$ cat config.mk
export PLATFORM = sky130hd
export DESIGN_NAME = intra4x4_fwd_tq
export DESIGN_NICKNAME = d
export VERILOG_FILES = /design/src/verilog/intra4x4_pkg.sv /design/src/verilog/intra4x4_fwd_tq.sv
export SDC_FILE = /design/constraint.sdc
export NUM_CORES = 2
export LEC_CHECK = 0
export BUFFER_PORTS_ARGS = -buffer_cell sky130_fd_sc_hd__buf_4
export CAP_MARGIN = 40
export CORE_MARGIN = 2
export CORE_UTILIZATION = 61
export CTS_CLUSTER_SIZE = 14
export DETAILED_ROUTE_END_ITERATION = 16
export PLACE_DENSITY = 0.79
export SLEW_MARGIN = 20
export SYNTH_ARGS = -nofsm -noshare
export SYNTH_HDL_FRONTEND = slang
export SYNTH_SLANG_ARGS = --single-unit
$ cat constraint.sdc
create_clock -name clk -period 14.38 [get_ports clk]
set_input_delay 0.719 -clock clk [delete_from_list [all_inputs] [get_ports clk]]
set_output_delay 0.719 -clock clk [all_outputs]
set_load 0.02 [all_outputs]
$ cat src/verilog/intra4x4_pkg.sv
package intra4x4_pkg;

    localparam int FRAME_MBS_W = 4;                // Macroblocks per frame row
    localparam int FRAME_MBS_H = 4;                // Macroblocks per frame column
    localparam int FRAME_W     = FRAME_MBS_W * 16;
    localparam int FRAME_XW    = $clog2(FRAME_W);  // Top line buffer address width

    localparam int QP       = 27;
    localparam int QP_PER   = QP / 6;
    localparam int QP_REM   = QP % 6;
    localparam int Q_BITS   = 15 + QP_PER;
    localparam int Q_OFFSET = (1 << Q_BITS) / 3;   // Intra rounding

    // Multipliers and scales for QP_REM == 3
    localparam int MF_A = 9362;
    localparam int MF_B = 3647;
    localparam int MF_C = 5825;
    localparam int V_A  = 14;
    localparam int V_B  = 23;
    localparam int V_C  = 18;

    typedef logic [7:0]         pix_t;
    typedef logic signed [8:0]  res_t;
    typedef logic signed [14:0] coef_t;
    typedef logic [5:0]         mb_coord_t;
    typedef logic [3:0]         blk_idx_t;

    typedef struct packed {
        pix_t [15:0] p;     // p[0] is the leftmost pixel
    } mb_row_t;

    typedef struct packed {
        pix_t [15:0] p;     // Raster order, row * 4 + col
    } blk_pix_t;

    typedef struct packed {
        res_t [15:0] r;
    } blk_res_t;

    typedef struct packed {
        coef_t [15:0] c;
    } blk_coef_t;

    typedef struct packed {
        logic [9:0] x;
        logic [9:0] y;
        logic       left_av;
        logic       top_av;
    } blk_pos_t;

    typedef enum logic [2:0] {IDLE, LOAD, PRED, FWD, INV, SAVE} ctrl_state_t;

    // Class A for even row and col, B for odd row and col, C otherwise
    function automatic logic [13:0] mf_of(input int idx);
        if (!idx[2] && !idx[0])
            return 14'(MF_A);
        else if (idx[2] && idx[0])
            return 14'(MF_B);
        return 14'(MF_C);
    endfunction

    function automatic logic [4:0] v_of(input int idx);
        if (!idx[2] && !idx[0])
            return 5'(V_A);
        else if (idx[2] && idx[0])
            return 5'(V_B);
        return 5'(V_C);
    endfunction

endpackage

$ cat src/verilog/intra4x4_fwd_tq.sv
`timescale 1ns/1ps

module intra4x4_fwd_tq
    import intra4x4_pkg::*;
(
    input  logic      clk,
    input  logic      fwd_en_i,
    input  blk_res_t  res_i,
    output blk_coef_t coef_o
);

    logic signed [15:0] h [16];     // After the row pass
    logic signed [15:0] w [16];     // After the column pass
    blk_coef_t          coef_d;

    function automatic void fwd_1d(
        input  logic signed [15:0] a0,
        input  logic signed [15:0] a1,
        input  logic signed [15:0] a2,
        input  logic signed [15:0] a3,
        output logic signed [15:0] y0,
        output logic signed [15:0] y1,
        output logic signed [15:0] y2,
        output logic signed [15:0] y3
    );
        logic signed [15:0] s0, s1, d0, d1;
        s0 = a0 + a3;
        s1 = a1 + a2;
        d0 = a0 - a3;
        d1 = a1 - a2;
        y0 = s0 + s1;
        y1 = (d0 <<< 1) + d1;
        y2 = s0 - s1;
        y3 = d0 - (d1 <<< 1);
    endfunction

    always_comb begin
        for (int r = 0; r < 4; r++) begin
            fwd_1d($signed(res_i.r[4*r]), $signed(res_i.r[4*r + 1]),
                   $signed(res_i.r[4*r + 2]), $signed(res_i.r[4*r + 3]),
                   h[4*r], h[4*r + 1], h[4*r + 2], h[4*r + 3]);
        end
    end

    always_comb begin
        for (int c = 0; c < 4; c++) begin
            fwd_1d(h[c], h[4 + c], h[8 + c], h[12 + c],
                   w[c], w[4 + c], w[8 + c], w[12 + c]);
        end
    end

    // Sign and magnitude quantisation with the intra offset
    always_comb begin
        logic [15:0] mag;
        logic [31:0] scaled;
        logic [15:0] lvl;
        for (int i = 0; i < 16; i++) begin
            mag         = w[i][15] ? 16'(-w[i]) : 16'(w[i]);
            scaled      = 32'(mag) * 32'(mf_of(i)) + 32'(Q_OFFSET);
            lvl         = 16'(scaled >> Q_BITS);
            coef_d.c[i] = w[i][15] ? coef_t'(-lvl) : coef_t'(lvl);
        end
    end

    always_ff @(posedge clk) begin
        if (fwd_en_i) begin
            coef_o <= coef_d;
        end
    end

endmodule

==> run summary <==
The run finished with clean final reports. For this run, the register share of the synthesized area comes to 0.0747. The iteration-0 DRC count of the detailed router is 4,925.

The max-slew violation total from the final report is 0. The worst setup path is captured at a flop. The count of antenna-violating nets left after detailed routing came out at 0. The number of standard-cell rows in the floorplan came out at between 100 and 150. The number of top-level pins came out at 386.

The clock drives 240 sinks. The total overflow left after global routing is 0. In the final layout, the share of cells above drive strength 1 is 0.0558. For the pin with the worst max-slew slack, the measured transition is roughly 1.4 ns. The synthesis-to-layout area growth is 7.26%. The most frequent cell after synthesis is ha_1. The post-route core utilization came out at 0.661. The clock period minus worst slack came out at 13.31 ns. TritonCTS created 28 clock buffers. The die height is 402 um. In the final routed layout, each cell accounts on average for 18.7 um.

The buffer count from post-CTS setup fixing is 0. Routability-driven placement finished with a final weighted congestion of 1.02. The final count of hold timing violations came out at 0.

The placed instances occupy a cell area of just over 100,000 um^2. The register with the most flip-flops in the layout has between 200 and 250 of them. In this run the number of H-tree levels came out at 1. The post-route cell area is about 100,000 um^2. The cell accounting for the most synthesized area is ha_1. In the global route stage, overall resource usage came out at 0.312. The die outline width came out at 402 um.

Routed signal wires occupy layers up through met5. The met2 layer wire length in the routed design came out at about 120 mm. The average cell area after synthesis is about 8.8 um^2. The number of detailed-route iterations in the first pass is 8. The number of warning messages in the yosys log came out at 0. After clock tree synthesis, the clock-pin slew on the worst setup and hold paths is 0.06 ns.

The remaining routing DRC violations came out at 0. The area enclosed by the die boundary came out at around 160,000 um^2. STA classifies the critical path startpoint as a primary input. The cell count after synthesis is roughly 11,000.

The maximum achievable frequency is approximately 0.075 GHz. The max-cap violation count is 0. The count of different cell masters after synthesis is 108. The setup violation total in the final timing report came out at 0. The top cell type's share of synthesized area is 0.300.

The largest net degree at the start of global routing came out at 71. The total negative slack came out at 0 ns. In the synthesized netlist the dominant register cell turns out to be edfxtp_1. Setup repair after global routing left no endpoint under its margin.

The critical path arrival is 13.67 ns. After clock tree synthesis, the repair step resized 0 gates. The cell repeated most along the worst path is inv_1. The number of buffers on the longest clock path is 3. In the finished design, the share of the clock period the worst path needs comes to 0.926. The type of the most critical hold path is in2reg. The required time of the critical path came out at approximately 15 ns. Counting flops with an async set or reset pin after synthesis yields a share of 0. On the worst path, the slowest cell contributes a delay of approximately 0.76 ns. The number of global-route vias before repair came out at just under 80,000. The ratio of routed vias to standard cells came out at between 5 and 6. The largest registers in the layout are coef_o x240. Headroom to the max-slew limit came out at 0.0469.

On the critical path, the stage with the largest delay is an instance of or4_1. The initial utilization of the core area, before any placement, comes to 0.616. By count the netlist is led by ha_1 (2,308), inv_1 (2,079), fa_1 (896), xnor2_1 (746), a21oi_1 (698). The routed length on met1 is 108 mm. The net total in the final layout came out at roughly 15,000. The detailed-route via count is about 77,000. In this run, synthesis inferred 240 flip-flops with an integrated enable. The combined area of all synthesized cells is about 96,000 um^2. In this run the worst path has a maximum fanout of 16. In the post-synthesis netlist, the biggest area contributors are ha_1 (30%), fa_1 (19%), inv_1 (8.1%). The met3 layer wire length in the routed design came out at approximately 17 mm. The first global-routing pass estimated 407 mm of wire. The clock tree root buffer cell is clkbuf_16. Ranked by flip-flop count, first place goes to coef_o. The wire length after detailed routing came out at approximately 250 mm. After clock tree synthesis, the flow added hold-fix buffers numbering 0. In this run the standard cell core region covers between 150,000 and 200,000 um^2. Detailed placement ended at an HPWL of ~230 mm.

The type of the worst setup path is in2reg. The initial antenna violation count is 56. The number of buffers inserted by port buffering came out at between 300 and 400. The post-synthesis sequential element count is 240. TritonCTS built the clock tree.
-- cell type report --
class	count	area, um^2
multi-input cells	8611	81300
fillers	12900	53100
inverters	2079	7800
flip-flops and latches	240	7210
repair buffers	465	3520
well taps	2058	2570
clock buffers	34	744
clock inverters	13	155
diodes	31	77.6
-- logic make-up after synthesis --
kind of cell | count (synthesis) | share of synthesized area
buffers and inverters | 2244 | 0.0876
xor gates and xnor gates | 1112 | 0.101
and+or+nand+nor | 1904 | 0.0978
other | 2 | 0.0000779
DFF | 240 | 0.0747
AOI/OAI and AO/OA | 2200 | 0.149
muxes | 39 | 0.00432
adders and majority gates | 3204 | 0.486
-- per-stage QoR --
stage	setup slack (ns)	hold WS, ns	instances
2_1_floorplan	2.13	0.831	11100
3_3_place_gp	0.755	1.15	13400
3_5_place_dp	0.630	1.15	13400
4_1_cts	1.25	0.541	13500
5_1_grt	0.312	0.571	13500
6_report	1.07	0.569	13500
-- per-layer routing --
metal,GRT usage,up-vias
met2,0.518,2010
met3,0.0513,464
li1,-,37700
met1,0.402,37100
met5,0,-
met4,0.129,40
-- cells in the final DEF (no fill, tap or decap), types with 40 or more instances in the layout --
cell type and instances:
or3_1 51, edfxtp_1 240, xnor2_1 746, or2_2 46, a31oi_1 113, nor2_1 605
nor4_1 40, a211oi_1 70, a21oi_1 697, o211ai_1 57, o21bai_1 258, and2_1 60
o31ai_1 53, nand2_1 383, and3_1 76, nand2b_1 99, conb_1 152, a21o_1 221
nor2b_1 84, nand3_1 124, inv_1 2079, o21a_1 74, nor3_1 141, buf_4 453
fa_1 896, nand4_1 46, xor2_1 366, o21ai_0 302, ha_1 2308
-- path summary, 6_finish.rpt --
path | startpoint | to | slack [ns] | cells after the start
worst max-delay path | res_i[72] | coef_o[114] | 1.07 | 48
worst min-delay path | fwd_en_i | coef_o[144] | 0.57 | 1
-- critical path, delay by kind of cell --
| kind | cells | cell delay (ns) |
|---|---|---|
| adder cells (fa/ha/maj) | 11 | 4.52 |
| AO/OA/AOI/OAI | 15 | 3.91 |
| AND/OR/NAND/NOR | 9 | 2.80 |
| XOR/XNOR | 4 | 1.10 |
| buffers and inverters | 9 | 0.62 |
Power is left out: the tool's default activity adds up to more than one toggle a clock period on the data nets, which glitch-free logic cannot reach.
