[src/verilog/intra4x4_pkg.sv]
package intra4x4_pkg;

    localparam int FRAME_MBS_W = 4;                // Macroblocks per frame row
    localparam int FRAME_MBS_H = 4;                // Macroblocks per frame column
    localparam int FRAME_W     = FRAME_MBS_W * 16;
    localparam int FRAME_XW    = $clog2(FRAME_W);  // Top line buffer address width

    localparam int QP       = 27;
    localparam int QP_PER   = QP / 6;
    localparam int QP_REM   = QP % 6;
    localparam int Q_BITS   = 15 + QP_PER;
    localparam int Q_OFFSET = (1 << Q_BITS) / 3;   // Intra rounding

    // Multipliers and scales for QP_REM == 3
    localparam int MF_A = 9362;
    localparam int MF_B = 3647;
    localparam int MF_C = 5825;
    localparam int V_A  = 14;
    localparam int V_B  = 23;
    localparam int V_C  = 18;

    typedef logic [7:0]         pix_t;
    typedef logic signed [8:0]  res_t;
    typedef logic signed [14:0] coef_t;
    typedef logic [5:0]         mb_coord_t;
    typedef logic [3:0]         blk_idx_t;

    typedef struct packed {
        pix_t [15:0] p;     // p[0] is the leftmost pixel
    } mb_row_t;

    typedef struct packed {
        pix_t [15:0] p;     // Raster order, row * 4 + col
    } blk_pix_t;

    typedef struct packed {
        res_t [15:0] r;
    } blk_res_t;

    typedef struct packed {
        coef_t [15:0] c;
    } blk_coef_t;

    typedef struct packed {
        logic [9:0] x;
        logic [9:0] y;
        logic       left_av;
        logic       top_av;
    } blk_pos_t;

    typedef enum logic [2:0] {IDLE, LOAD, PRED, FWD, INV, SAVE} ctrl_state_t;

    // Class A for even row and col, B for odd row and col, C otherwise
    function automatic logic [13:0] mf_of(input int idx);
        if (!idx[2] && !idx[0])
            return 14'(MF_A);
        else if (idx[2] && idx[0])
            return 14'(MF_B);
        return 14'(MF_C);
    endfunction

    function automatic logic [4:0] v_of(input int idx);
        if (!idx[2] && !idx[0])
            return 5'(V_A);
        else if (idx[2] && idx[0])
            return 5'(V_B);
        return 5'(V_C);
    endfunction

endpackage

[src/verilog/intra4x4_inv_tq.sv]
`timescale 1ns/1ps

module intra4x4_inv_tq
    import intra4x4_pkg::*;
(
    input  logic      clk,
    input  logic      inv_en_i,
    input  blk_coef_t coef_i,
    input  blk_pix_t  pred_i,
    output blk_pix_t  recon_o
);

    logic signed [31:0] dq [16];    // Dequantised levels
    logic signed [31:0] g  [16];    // After the row pass
    logic signed [31:0] f  [16];    // After the column pass
    blk_pix_t           recon_d;

    function automatic void inv_1d(
        input  logic signed [31:0] a0,
        input  logic signed [31:0] a1,
        input  logic signed [31:0] a2,
        input  logic signed [31:0] a3,
        output logic signed [31:0] y0,
        output logic signed [31:0] y1,
        output logic signed [31:0] y2,
        output logic signed [31:0] y3
    );
        logic signed [31:0] e0, e1, e2, e3;
        e0 = a0 + a2;
        e1 = a0 - a2;
        e2 = (a1 >>> 1) - a3;   // Odd terms at half weight
        e3 = a1 + (a3 >>> 1);
        y0 = e0 + e3;
        y1 = e1 + e2;
        y2 = e1 - e2;
        y3 = e0 - e3;
    endfunction

    always_comb begin
        for (int i = 0; i < 16; i++) begin
            dq[i] = ($signed(coef_i.c[i]) * $signed({1'b0, v_of(i)})) <<< QP_PER;
        end
    end

    always_comb begin
        for (int r = 0; r < 4; r++) begin
            inv_1d(dq[4*r], dq[4*r + 1], dq[4*r + 2], dq[4*r + 3],
                   g[4*r], g[4*r + 1], g[4*r + 2], g[4*r + 3]);
        end
    end

    always_comb begin
        for (int c = 0; c < 4; c++) begin
            inv_1d(g[c], g[4 + c], g[8 + c], g[12 + c],
                   f[c], f[4 + c], f[8 + c], f[12 + c]);
        end
    end

    always_comb begin
        logic signed [31:0] rs;
        logic signed [31:0] sum;
        for (int i = 0; i < 16; i++) begin
            rs  = (f[i] + 32'sd32) >>> 6;
            sum = rs + $signed({24'd0, pred_i.p[i]});
            if (sum < 0)
                recon_d.p[i] = 8'd0;
            else if (sum > 255)
                recon_d.p[i] = 8'd255;
            else
                recon_d.p[i] = sum[7:0];
        end
    end

    // Held through SAVE for the output and the neighbour store
    always_ff @(posedge clk) begin
        if (inv_en_i) begin
            recon_o <= recon_d;
        end
    end

endmodule

[config.mk]
export PLATFORM = sky130hd
export DESIGN_NAME = intra4x4_inv_tq
export DESIGN_NICKNAME = d
export VERILOG_FILES = /design/src/verilog/intra4x4_pkg.sv /design/src/verilog/intra4x4_inv_tq.sv
export SDC_FILE = /design/constraint.sdc
export NUM_CORES = 2
export LEC_CHECK = 0
export BUFFER_PORTS_ARGS = -buffer_cell sky130_fd_sc_hd__buf_2
export CORE_MARGIN = 2
export CORE_UTILIZATION = 51
export DETAILED_ROUTE_END_ITERATION = 8
export HOLD_SLACK_MARGIN = 0.05
export PLACE_DENSITY = 0.68
export SYNTH_ARGS = -nofsm -noshare
export SYNTH_HDL_FRONTEND = slang
export SYNTH_SLANG_ARGS = --single-unit
[constraint.sdc]
create_clock -name clk -period 18.9 [get_ports clk]
set_clock_uncertainty 0.15 [all_clocks]
set_input_delay 3.78 -clock clk [delete_from_list [all_inputs] [get_ports clk]]
set_output_delay 3.78 -clock clk [all_outputs]
set_load 0.03 [all_outputs]
==> metrics.md <==
| Metric | Value |
|---|---|
| Status | finished, final reports clean |
| Final net count | 17300 |
| I/O pins | around 500 |
| GRT Total Usage | 32.1% |
| Average cell area after synthesis | roughly 7.4 um2 |
| Kind of end point of the critical path | register |
| Cts repair resizes | 0 |
| Post-DP HPWL | roughly 310 mm |
| Setup TNS | 0 ps |
| Hold Vio Cnt, Final | 0 |
| Area growth from synthesis to layout | 5.53% |
| Synth Net Count | 17000 |
| DRC | 0 |
| Commonest non-fill, non-tap cell in the layout | ha_1 |
| Warnings, synthesis | 0 |
| Post-DR wirelength/cell | 20.2 um |
| Share of layout cells above drive strength 1 | 5.11% |
| Final antenna-violating net count | 0 |
| Asr flop ratio synth | 0% |
| Maxcap violations | 0 |
| TritonCTS clock tree | done |
| Post-CTS setup buffer count | 0 |
| Biggest regs | recon_o (128) |
| CTS H-Tree Depth | 4 |
| Core Region | 202000 um2 |
| Crit Path Max Fanout | 9 |
| Vias per cell | about 5.8 |
| WHS Path Cells | 3 |
| Slowest stage cell, crit path | a21boi_0 |
| Wirelength, routed | 343 mm |
| CTS root buf | clkbuf_16 |
| Critical path class | in2reg |
| Total number of vias | just under 100k |
| Hold Crit Class | in2reg |
| Count of final setup violators | 0 |
| Min Hold Slack | 3470 ps |
| Slew HR | 18.2% |
| RSZ-0062 raised after global routing | no |
| Post-synth EDFFs | 128 |
| Yosys cell types | approximately 110 |
| Largest register FFs | 128 |
| Starting DRC count in detailed routing | 6941 |
| Clk pin slew, worst setup/hold paths | 80 ps |
| Number of cell rows | 165 |
| Die W | roughly 460 um |
| Vias in the first global route | 90500 |
| Initial Util | 51.3% |
| Clock Sinks | 128 |
| DIE AREA | 207000 um2 |
| # port buffers | 497 |
| Most frequent cells in the layout | ha_1, inv_1, a21oi_1 |
| TritonCTS buffer count | 17 |
| Synthesized area | 104000 um2 |
| Tightest Pin Transition | 1210 ps |
| Gr ovfl total | 0 |
| CTS Buffer Depth | 2 |
| Fmax | 0.0610 GHz |
| DIE HEIGHT | roughly 460 um |
| RePlAce Congestion | 1.04 |
| Cts hold-fix bufs | 0 |
| First-pass GRT wire length | 517 mm |
| Crit path required time | roughly 19000 ps |
| Final min period | 16400 ps |
| WP data arrival | between 15000 and 20000 ps |
| Register area share after synthesis | 3.70% |
| Largest register by flop count | recon_o |
| Mapped Cells | 14000 |
| Pre-Repair DR Iteration Count | 6 |
| Primary FF master, synth | edfxtp_1 |
| Startpoint types | primary input |
| Filler Cells Inserted | between 20000 and 25000 |
| Largest net degree at the start of global routing | 57 |
| Initial antenna violation count | 25 |
| Period utilization | 86.8% |
| Slowest stage delay, CP | 900 ps |
| Final Max Tran Viols | 0 |
| Yosys reg bits | 128 |
==> metal layers <==
| metal | vias to the layer above | wire length [um] | GRT usage, % |
|---|---|---|---|
| li1 | 49300 | - | - |
| met1 | 45700 | 147000 | 39.8 |
| met2 | 2413 | 157000 | 53.9 |
| met3 | 452 | 17100 | 3.45 |
| met4 | 6 | 22400 | 18.1 |
| met5 | - | 37 | 0 |
==> final timing paths <==
check                    from                          to  slack, ps
setup / recovery  coef_i[195]   recon_o[14]$_SDFFCE_PN0P_       2500
hold / removal    pred_i[120]  recon_o[120]$_SDFFCE_PN0P_       3470
==> synthesized netlist by cell type, types with 28 or more instances <==
library cell	instances	share of area, %
clkbuf_1	198	0.72
fa_1	232	4.5
a211oi_1	107	0.77
xnor2_1	1108	9.3
nor3b_1	36	0.26
nor2_1	1018	3.7
inv_1	2208	8.0
a31oi_1	149	0.90
o21a_1	187	1.4
and3_1	144	0.87
ha_1	2405	29
a311oi_1	32	0.27
a2111oi_0	46	0.39
xor2_1	466	3.9
o21ai_0	606	2.9
or2_2	66	0.40
a211o_1	31	0.26
nand2_1	579	2.1
or3_1	137	0.83
nand4_1	73	0.44
edfxtp_1	128	3.7
a31o_2	37	0.31
nor2b_1	209	1.3
o211ai_1	73	0.53
o41ai_1	54	0.46
a21o_1	350	2.5
a41oi_1	28	0.24
a221oi_1	35	0.30
nand3_1	249	1.2
mux2i_1	43	0.41
nor3_1	367	1.8
nor4_1	54	0.33
o21bai_1	300	2.2
a21boi_0	90	0.65
o31ai_1	71	0.51
and2_1	111	0.67
o31a_1	32	0.27
nand2b_1	163	0.98
o21ai_1	43	0.21
a21oi_1	1155	5.6
==> logic make-up after synthesis <==
family | after synthesis | share of synthesized area, %
buffers and inverters | 2433 | 8.80
AO/OA/AOI/OAI | 3769 | 23.8
flip-flops | 128 | 3.70
multiplexers | 56 | 0.556
XOR/XNOR | 1585 | 13.5
AND/OR/NAND/NOR | 3366 | 16.2
adder cells (fa/ha/maj) | 2638 | 33.5
==> metrics by stage <==
step	utilization (%)	cell area, um2	setup slack, ps	std cells
after floorplan	-	104000	4140	14000
after global placement	53.8	109000	2420	16900
after detailed placement	53.8	109000	2190	16900
after CTS	54.1	110000	2790	17000
after global routing	54.2	110000	1610	17000
final	54.2	110000	2500	17000
==> layout make-up <==
cell class | instances | area, um2 | share of cell area, %
multi-input combinational | 11400 | 90900 | 82.9
inverter | 2212 | 8300 | 7.58
sequential | 128 | 3840 | 3.51
tap | 2672 | 3340 | 3.05
timing repair buffer | 508 | 2580 | 2.35
clock buffer | 17 | 425 | 0.388
clock inverter | 15 | 164 | 0.150
antenna | 19 | 47.5 | 0.0434
==> worst max-delay path, delay by kind of cell <==
kind | cells | cell delay (ps)
AND/OR/NAND/NOR | 7 | 930
XOR/XNOR | 2 | 770
AO/OA/AOI/OAI | 25 | 6690
buffers and inverters | 5 | 1000
adder cells (fa/ha/maj) | 9 | 3350
Power is not shown: default switching activity piles up to over one toggle a cycle in this logic, so the estimate is an artifact.
