**src/verilog/intra4x4_pkg.sv**
```systemverilog
package intra4x4_pkg;

    localparam int FRAME_MBS_W = 4;                // Macroblocks per frame row
    localparam int FRAME_MBS_H = 4;                // Macroblocks per frame column
    localparam int FRAME_W     = FRAME_MBS_W * 16;
    localparam int FRAME_XW    = $clog2(FRAME_W);  // Top line buffer address width

    localparam int QP       = 27;
    localparam int QP_PER   = QP / 6;
    localparam int QP_REM   = QP % 6;
    localparam int Q_BITS   = 15 + QP_PER;
    localparam int Q_OFFSET = (1 << Q_BITS) / 3;   // Intra rounding

    // Multipliers and scales for QP_REM == 3
    localparam int MF_A = 9362;
    localparam int MF_B = 3647;
    localparam int MF_C = 5825;
    localparam int V_A  = 14;
    localparam int V_B  = 23;
    localparam int V_C  = 18;

    typedef logic [7:0]         pix_t;
    typedef logic signed [8:0]  res_t;
    typedef logic signed [14:0] coef_t;
    typedef logic [5:0]         mb_coord_t;
    typedef logic [3:0]         blk_idx_t;

    typedef struct packed {
        pix_t [15:0] p;     // p[0] is the leftmost pixel
    } mb_row_t;

    typedef struct packed {
        pix_t [15:0] p;     // Raster order, row * 4 + col
    } blk_pix_t;

    typedef struct packed {
        res_t [15:0] r;
    } blk_res_t;

    typedef struct packed {
        coef_t [15:0] c;
    } blk_coef_t;

    typedef struct packed {
        logic [9:0] x;
        logic [9:0] y;
        logic       left_av;
        logic       top_av;
    } blk_pos_t;

    typedef enum logic [2:0] {IDLE, LOAD, PRED, FWD, INV, SAVE} ctrl_state_t;

    // Class A for even row and col, B for odd row and col, C otherwise
    function automatic logic [13:0] mf_of(input int idx);
        if (!idx[2] && !idx[0])
            return 14'(MF_A);
        else if (idx[2] && idx[0])
            return 14'(MF_B);
        return 14'(MF_C);
    endfunction

    function automatic logic [4:0] v_of(input int idx);
        if (!idx[2] && !idx[0])
            return 5'(V_A);
        else if (idx[2] && idx[0])
            return 5'(V_B);
        return 5'(V_C);
    endfunction

endpackage

```
**src/verilog/intra4x4_ctrl.sv**
```systemverilog
`timescale 1ns/1ps

module intra4x4_ctrl
    import intra4x4_pkg::*;
(
    input  logic       clk,
    input  logic       rst,
    input  logic       row_valid_i,
    input  mb_coord_t  mb_x_i,
    input  mb_coord_t  mb_y_i,
    output logic       row_ready_o,
    output logic       load_o,
    output logic [3:0] row_sel_o,
    output blk_pos_t   pos_o,
    output logic       pred_en_o,
    output logic       fwd_en_o,
    output logic       inv_en_o,
    output logic       save_en_o,
    output logic       blk_valid_o,
    output blk_idx_t   blk_idx_o
);

    ctrl_state_t state, state_nxt;
    logic [3:0]  row_cnt;
    blk_idx_t    blk_idx;
    mb_coord_t   mb_x, mb_y;
    logic        accept;

    assign row_ready_o = (state == IDLE) || (state == LOAD);
    assign accept      = row_valid_i && row_ready_o;

    always_comb begin
        state_nxt = state;
        case (state)
            IDLE: if (accept) state_nxt = LOAD;
            LOAD: if (accept && row_cnt == 4'd15) state_nxt = PRED;
            PRED: state_nxt = FWD;
            FWD:  state_nxt = INV;
            INV:  state_nxt = SAVE;
            SAVE: state_nxt = (blk_idx == 4'd15) ? IDLE : PRED;
            default: state_nxt = IDLE;
        endcase
    end

    always_ff @(posedge clk) begin
        if (rst) begin
            state   <= IDLE;
            row_cnt <= '0;
            blk_idx <= '0;
            mb_x    <= '0;
            mb_y    <= '0;
        end else begin
            state <= state_nxt;
            if (accept)
                row_cnt <= row_cnt + 4'd1;  // Wraps after the sixteenth row
            if (state == IDLE && accept) begin
                mb_x <= mb_x_i;
                mb_y <= mb_y_i;
            end
            if (state == SAVE)
                blk_idx <= blk_idx + 4'd1;
        end
    end

    // Z-scan: bits [3:2] pick the 8x8 quadrant, bits [1:0] the 4x4 block
    assign pos_o.x       = {mb_x, blk_idx[2], blk_idx[0], 2'b00};
    assign pos_o.y       = {mb_y, blk_idx[3], blk_idx[1], 2'b00};
    assign pos_o.left_av = (pos_o.x != 10'd0);
    assign pos_o.top_av  = (pos_o.y != 10'd0);

    assign load_o      = accept;
    assign row_sel_o   = row_cnt;
    assign pred_en_o   = (state == PRED);
    assign fwd_en_o    = (state == FWD);
    assign inv_en_o    = (state == INV);
    assign save_en_o   = (state == SAVE);
    assign blk_valid_o = (state == SAVE);
    assign blk_idx_o   = blk_idx;

endmodule

```
**config.mk**
```make
export PLATFORM = sky130hd
export DESIGN_NAME = intra4x4_ctrl
export DESIGN_NICKNAME = d
export VERILOG_FILES = /design/src/verilog/intra4x4_pkg.sv /design/src/verilog/intra4x4_ctrl.sv
export SDC_FILE = /design/constraint.sdc
export NUM_CORES = 1
export LEC_CHECK = 0
export ABC_CLOCK_PERIOD_IN_PS = 1400
export BUFFER_PORTS_ARGS = -buffer_cell sky130_fd_sc_hd__buf_2
export CAP_MARGIN = 25
export CORE_AREA = 2 2 56 58
export CTS_CLUSTER_SIZE = 25
export DETAILED_ROUTE_END_ITERATION = 8
export DIE_AREA = 0 0 58 60
export HOLD_SLACK_MARGIN = 0.08
export PLACE_DENSITY = 0.72
export SETUP_SLACK_MARGIN = 0.2
export SYNTH_ARGS = -nofsm -noshare
export SYNTH_HDL_FRONTEND = slang
export SYNTH_SLANG_ARGS = --single-unit
```
**constraint.sdc**
```tcl
create_clock -name clk -period 1.4 [get_ports clk]
set_input_delay 0.21 -clock clk [delete_from_list [all_inputs] [get_ports clk]]
set_output_delay 0.21 -clock clk [all_outputs]
set_load 0.02 [all_outputs]
```
==> metrics.md <==
| Metric | Value |
|---|---|
| Status | `complete, but fails checks` |
| Failing checks | `setup timing` |
| Layout cells sized above 1 | `61.8%` |
| Period utilization | `101%` |
| Hold depth | `3` |
| Final setup margin | `-0.00871 ns` |
| Synth cell types | `33` |
| Total Routing Usage GR | `18.2%` |
| # clock sinks | `23` |
| Peak VDD IR | `0.000562 V` |
| Chip width | `58 um` |
| Number of routed nets with antenna violations | `0` |
| CTS buffer count | `3` |
| Ys flop type | `dfxtp_1` |
| I/O pin count | `52` |
| Std cell rows | `20` |
| Synth warnings | `0` |
| Post-route DRC | `0` |
| Most frequent cell after synthesis | `nand2_1` |
| WL/cell | `14.1 um` |
| DRT Pass-1 Iters | `4` |
| Ranking of synthesized cells by area | `dfxtp_1, nand2_1, buf_4, a21oi_1, nor4_1` |
| H-tree lvl count | `1` |
| Fin cells | `224` |
| Count of final setup violators | `2` |
| Gp weighted congestion | `0.789` |
| Vias in the first global route | `1118` |
| Vias per cell | `5.16` |
| Register area | `487 um2` |
| Starting density of the core | `37.6%` |
| Initial antenna violation count | `0` |
| Root buf cell | `clkbuf_4` |
| Setup CP Type | `flip-flop to output port` |
| Dpl cells | `200` |
| Most frequent cells after synthesis | `nand2_1, dfxtp_1, a21oi_1, buf_4, nor2_1` |
| Fillcell total | `267` |
| Layout Nets | `209` |
| CP required | `1.19 ns` |
| Die H | `60 um` |
| Clk slew on worst S/H paths | `0.12 ns` |
| Leakage | `0.811 nW` |
| Vias | `1156` |
| CTS max path bufs | `2` |
| Grt ovf | `0` |
| Yosys top cell area share | `42.2%` |
| R2R Setup Slk | `0 ns` |
| Synthesis-to-finish area growth | `58.6%` |
| Worst Hold Class | `input pin to flip-flop` |
| Cell taking the most area after synthesis | `dfxtp_1` |
| Iteration-0 DRC count of the detailed router | `35` |
| Worst reg2reg path depth | `4` |
| Yosys reg bits | `23` |
| Clock Skew | `0.00116 ns` |
| Pin count of the biggest net entering global routing | `24` |
| Hold-fix buffers at CTS | `0` |
| Number of max-cap violations | `0` |
| Sequential fraction of the synthesis area | `42.2%` |
| CTS tree | `built` |
| Asr flop ratio synth | `0%` |
| Post-Syn Area | `1090 um2` |
| Area of the multi-input gates | `667 um2` |
| Gate count after technology mapping | `129` |
| Syn Area/Cell | `8.46 um2` |
| I/O Buffers | `47` |
| CP Max Fanout | `5` |
| Pre-CTS setup slack | `0.102 ns` |
| Clk Latency, worst-skew pair | `0.31 ns` |
| First-pass GRT wire length | `4.86 mm` |
| Final wirelength | `3.15 mm` |
| Highest clock rate | `710 MHz` |
| Tmin final | `1.41 ns` |
| Power Density | `832 nW/um2` |
| Post-synth EDFFs | `0` |
| Critical Path AT | `1.20 ns` |
| Fin. max-slew vios | `0` |
| Startpoint Class | `flip-flop` |
| Ant diodes | `0` |
| Endpoints failing hold | `0` |
| Critical Path End Type | `output port` |
| DPL Wire Length | `1.94 mm` |
| Core ar. | `2900 um2` |
| Die area | `3480 um2` |
| RSZ-0062 raised after global routing | `true` |
## routing by layer
metal	wire length, um	up-vias	part of all wire (%)	global-route usage (%)
li1	-	554	-	-
met1	1300	552	41	20.7
met2	1630	44	52	32.6
met3	172	6	5.5	3.25
met4	58	0	1.8	9.30
met5	0	-	0	0
## through the flow
stage                     TNS (ns)  instance area (um2)  util (%)  total power [mW]  hold slack [ns]
after detailed placement         0                 1330      45.7              1.03            0.462
after CTS                        0                 1590      54.9              1.40            0.127
after global routing        -0.454                 1730      59.6              1.51            0.125
after global placement           0                 1330      45.7              1.02            0.453
after floorplan                  0                 1140         -             0.951            0.281
final                      -0.0166                 1730      59.6              1.44            0.129
## layout make-up
class	instances	share of cell area, %
Inverter	2	0.434
Multi-Input combinational cell	92	38.5
Tap cell	33	2.39
Sequential cell	23	28.1
Clock buffer	4	1.52
Timing Repair Buffer	70	29.0
## repair_timing
| action | 4_1_cts | 5_1_grt |
|---|---|---|
| pin swaps | 9 | 15 |
| resized for setup | 34 | 25 |
| gates cloned | 0 | 2 |
| setup endpoints to repair | 25 | 35 |
| buffers inserted | 15 | 3 |
## state kept, by name (all words and copies together), names as in the netlist
signal / count
blk_idx_o: 4
mb_x: 6
state: 3
row_sel_o: 4
mb_y: 6
## report_power, final
part           leakage (nW)  switching (mW)  internal, mW
Clock                0.0150           0.192         0.111
Combinational         0.601           0.212         0.194
Sequential            0.195          0.0401         0.691
Total                 0.811           0.444         0.996
## final timing paths
| kind | start | end |
|---|---|---|
| worst max-delay path | state[2] | inv_en_o |
| worst min-delay path | mb_y_i[4] | mb_y[4] |
| worst max register to register | state[2] | state[0] |
| worst min register to register | mb_y[0] | mb_y[0] |
## logic make-up after synthesis
family	Yosys count	share of synthesized area, %
muxes	2	1.83
buffers and inverters	18	10.3
DFF	23	42.2
and+or+nand+nor	59	29.4
other	1	0.344
adders and majority gates	2	2.29
xor gates and xnor gates	4	3.21
AOI/OAI and AO/OA	20	10.4
## critical path: stages, from the launching register on
cell and delay, ns:
dfxtp_4 0.40, buf_6 0.13, nor3b_4 0.22, buf_6 0.15
## cells in the final DEF, fill, tap and decap left out, drive strengths merged, types with 2 or more instances in the layout
cell type / n
buf: 69
nand2: 27
dfxtp: 23
a21oi: 15
nor2: 8
nor4: 5
clkbuf: 5
conb: 4
nor3b: 4
and3: 3
or4b: 2
nand3: 2
mux2i: 2
xor2: 2
ha: 2
inv: 2
xnor2: 2
Note: power is estimated with default switching activity, not from simulation.
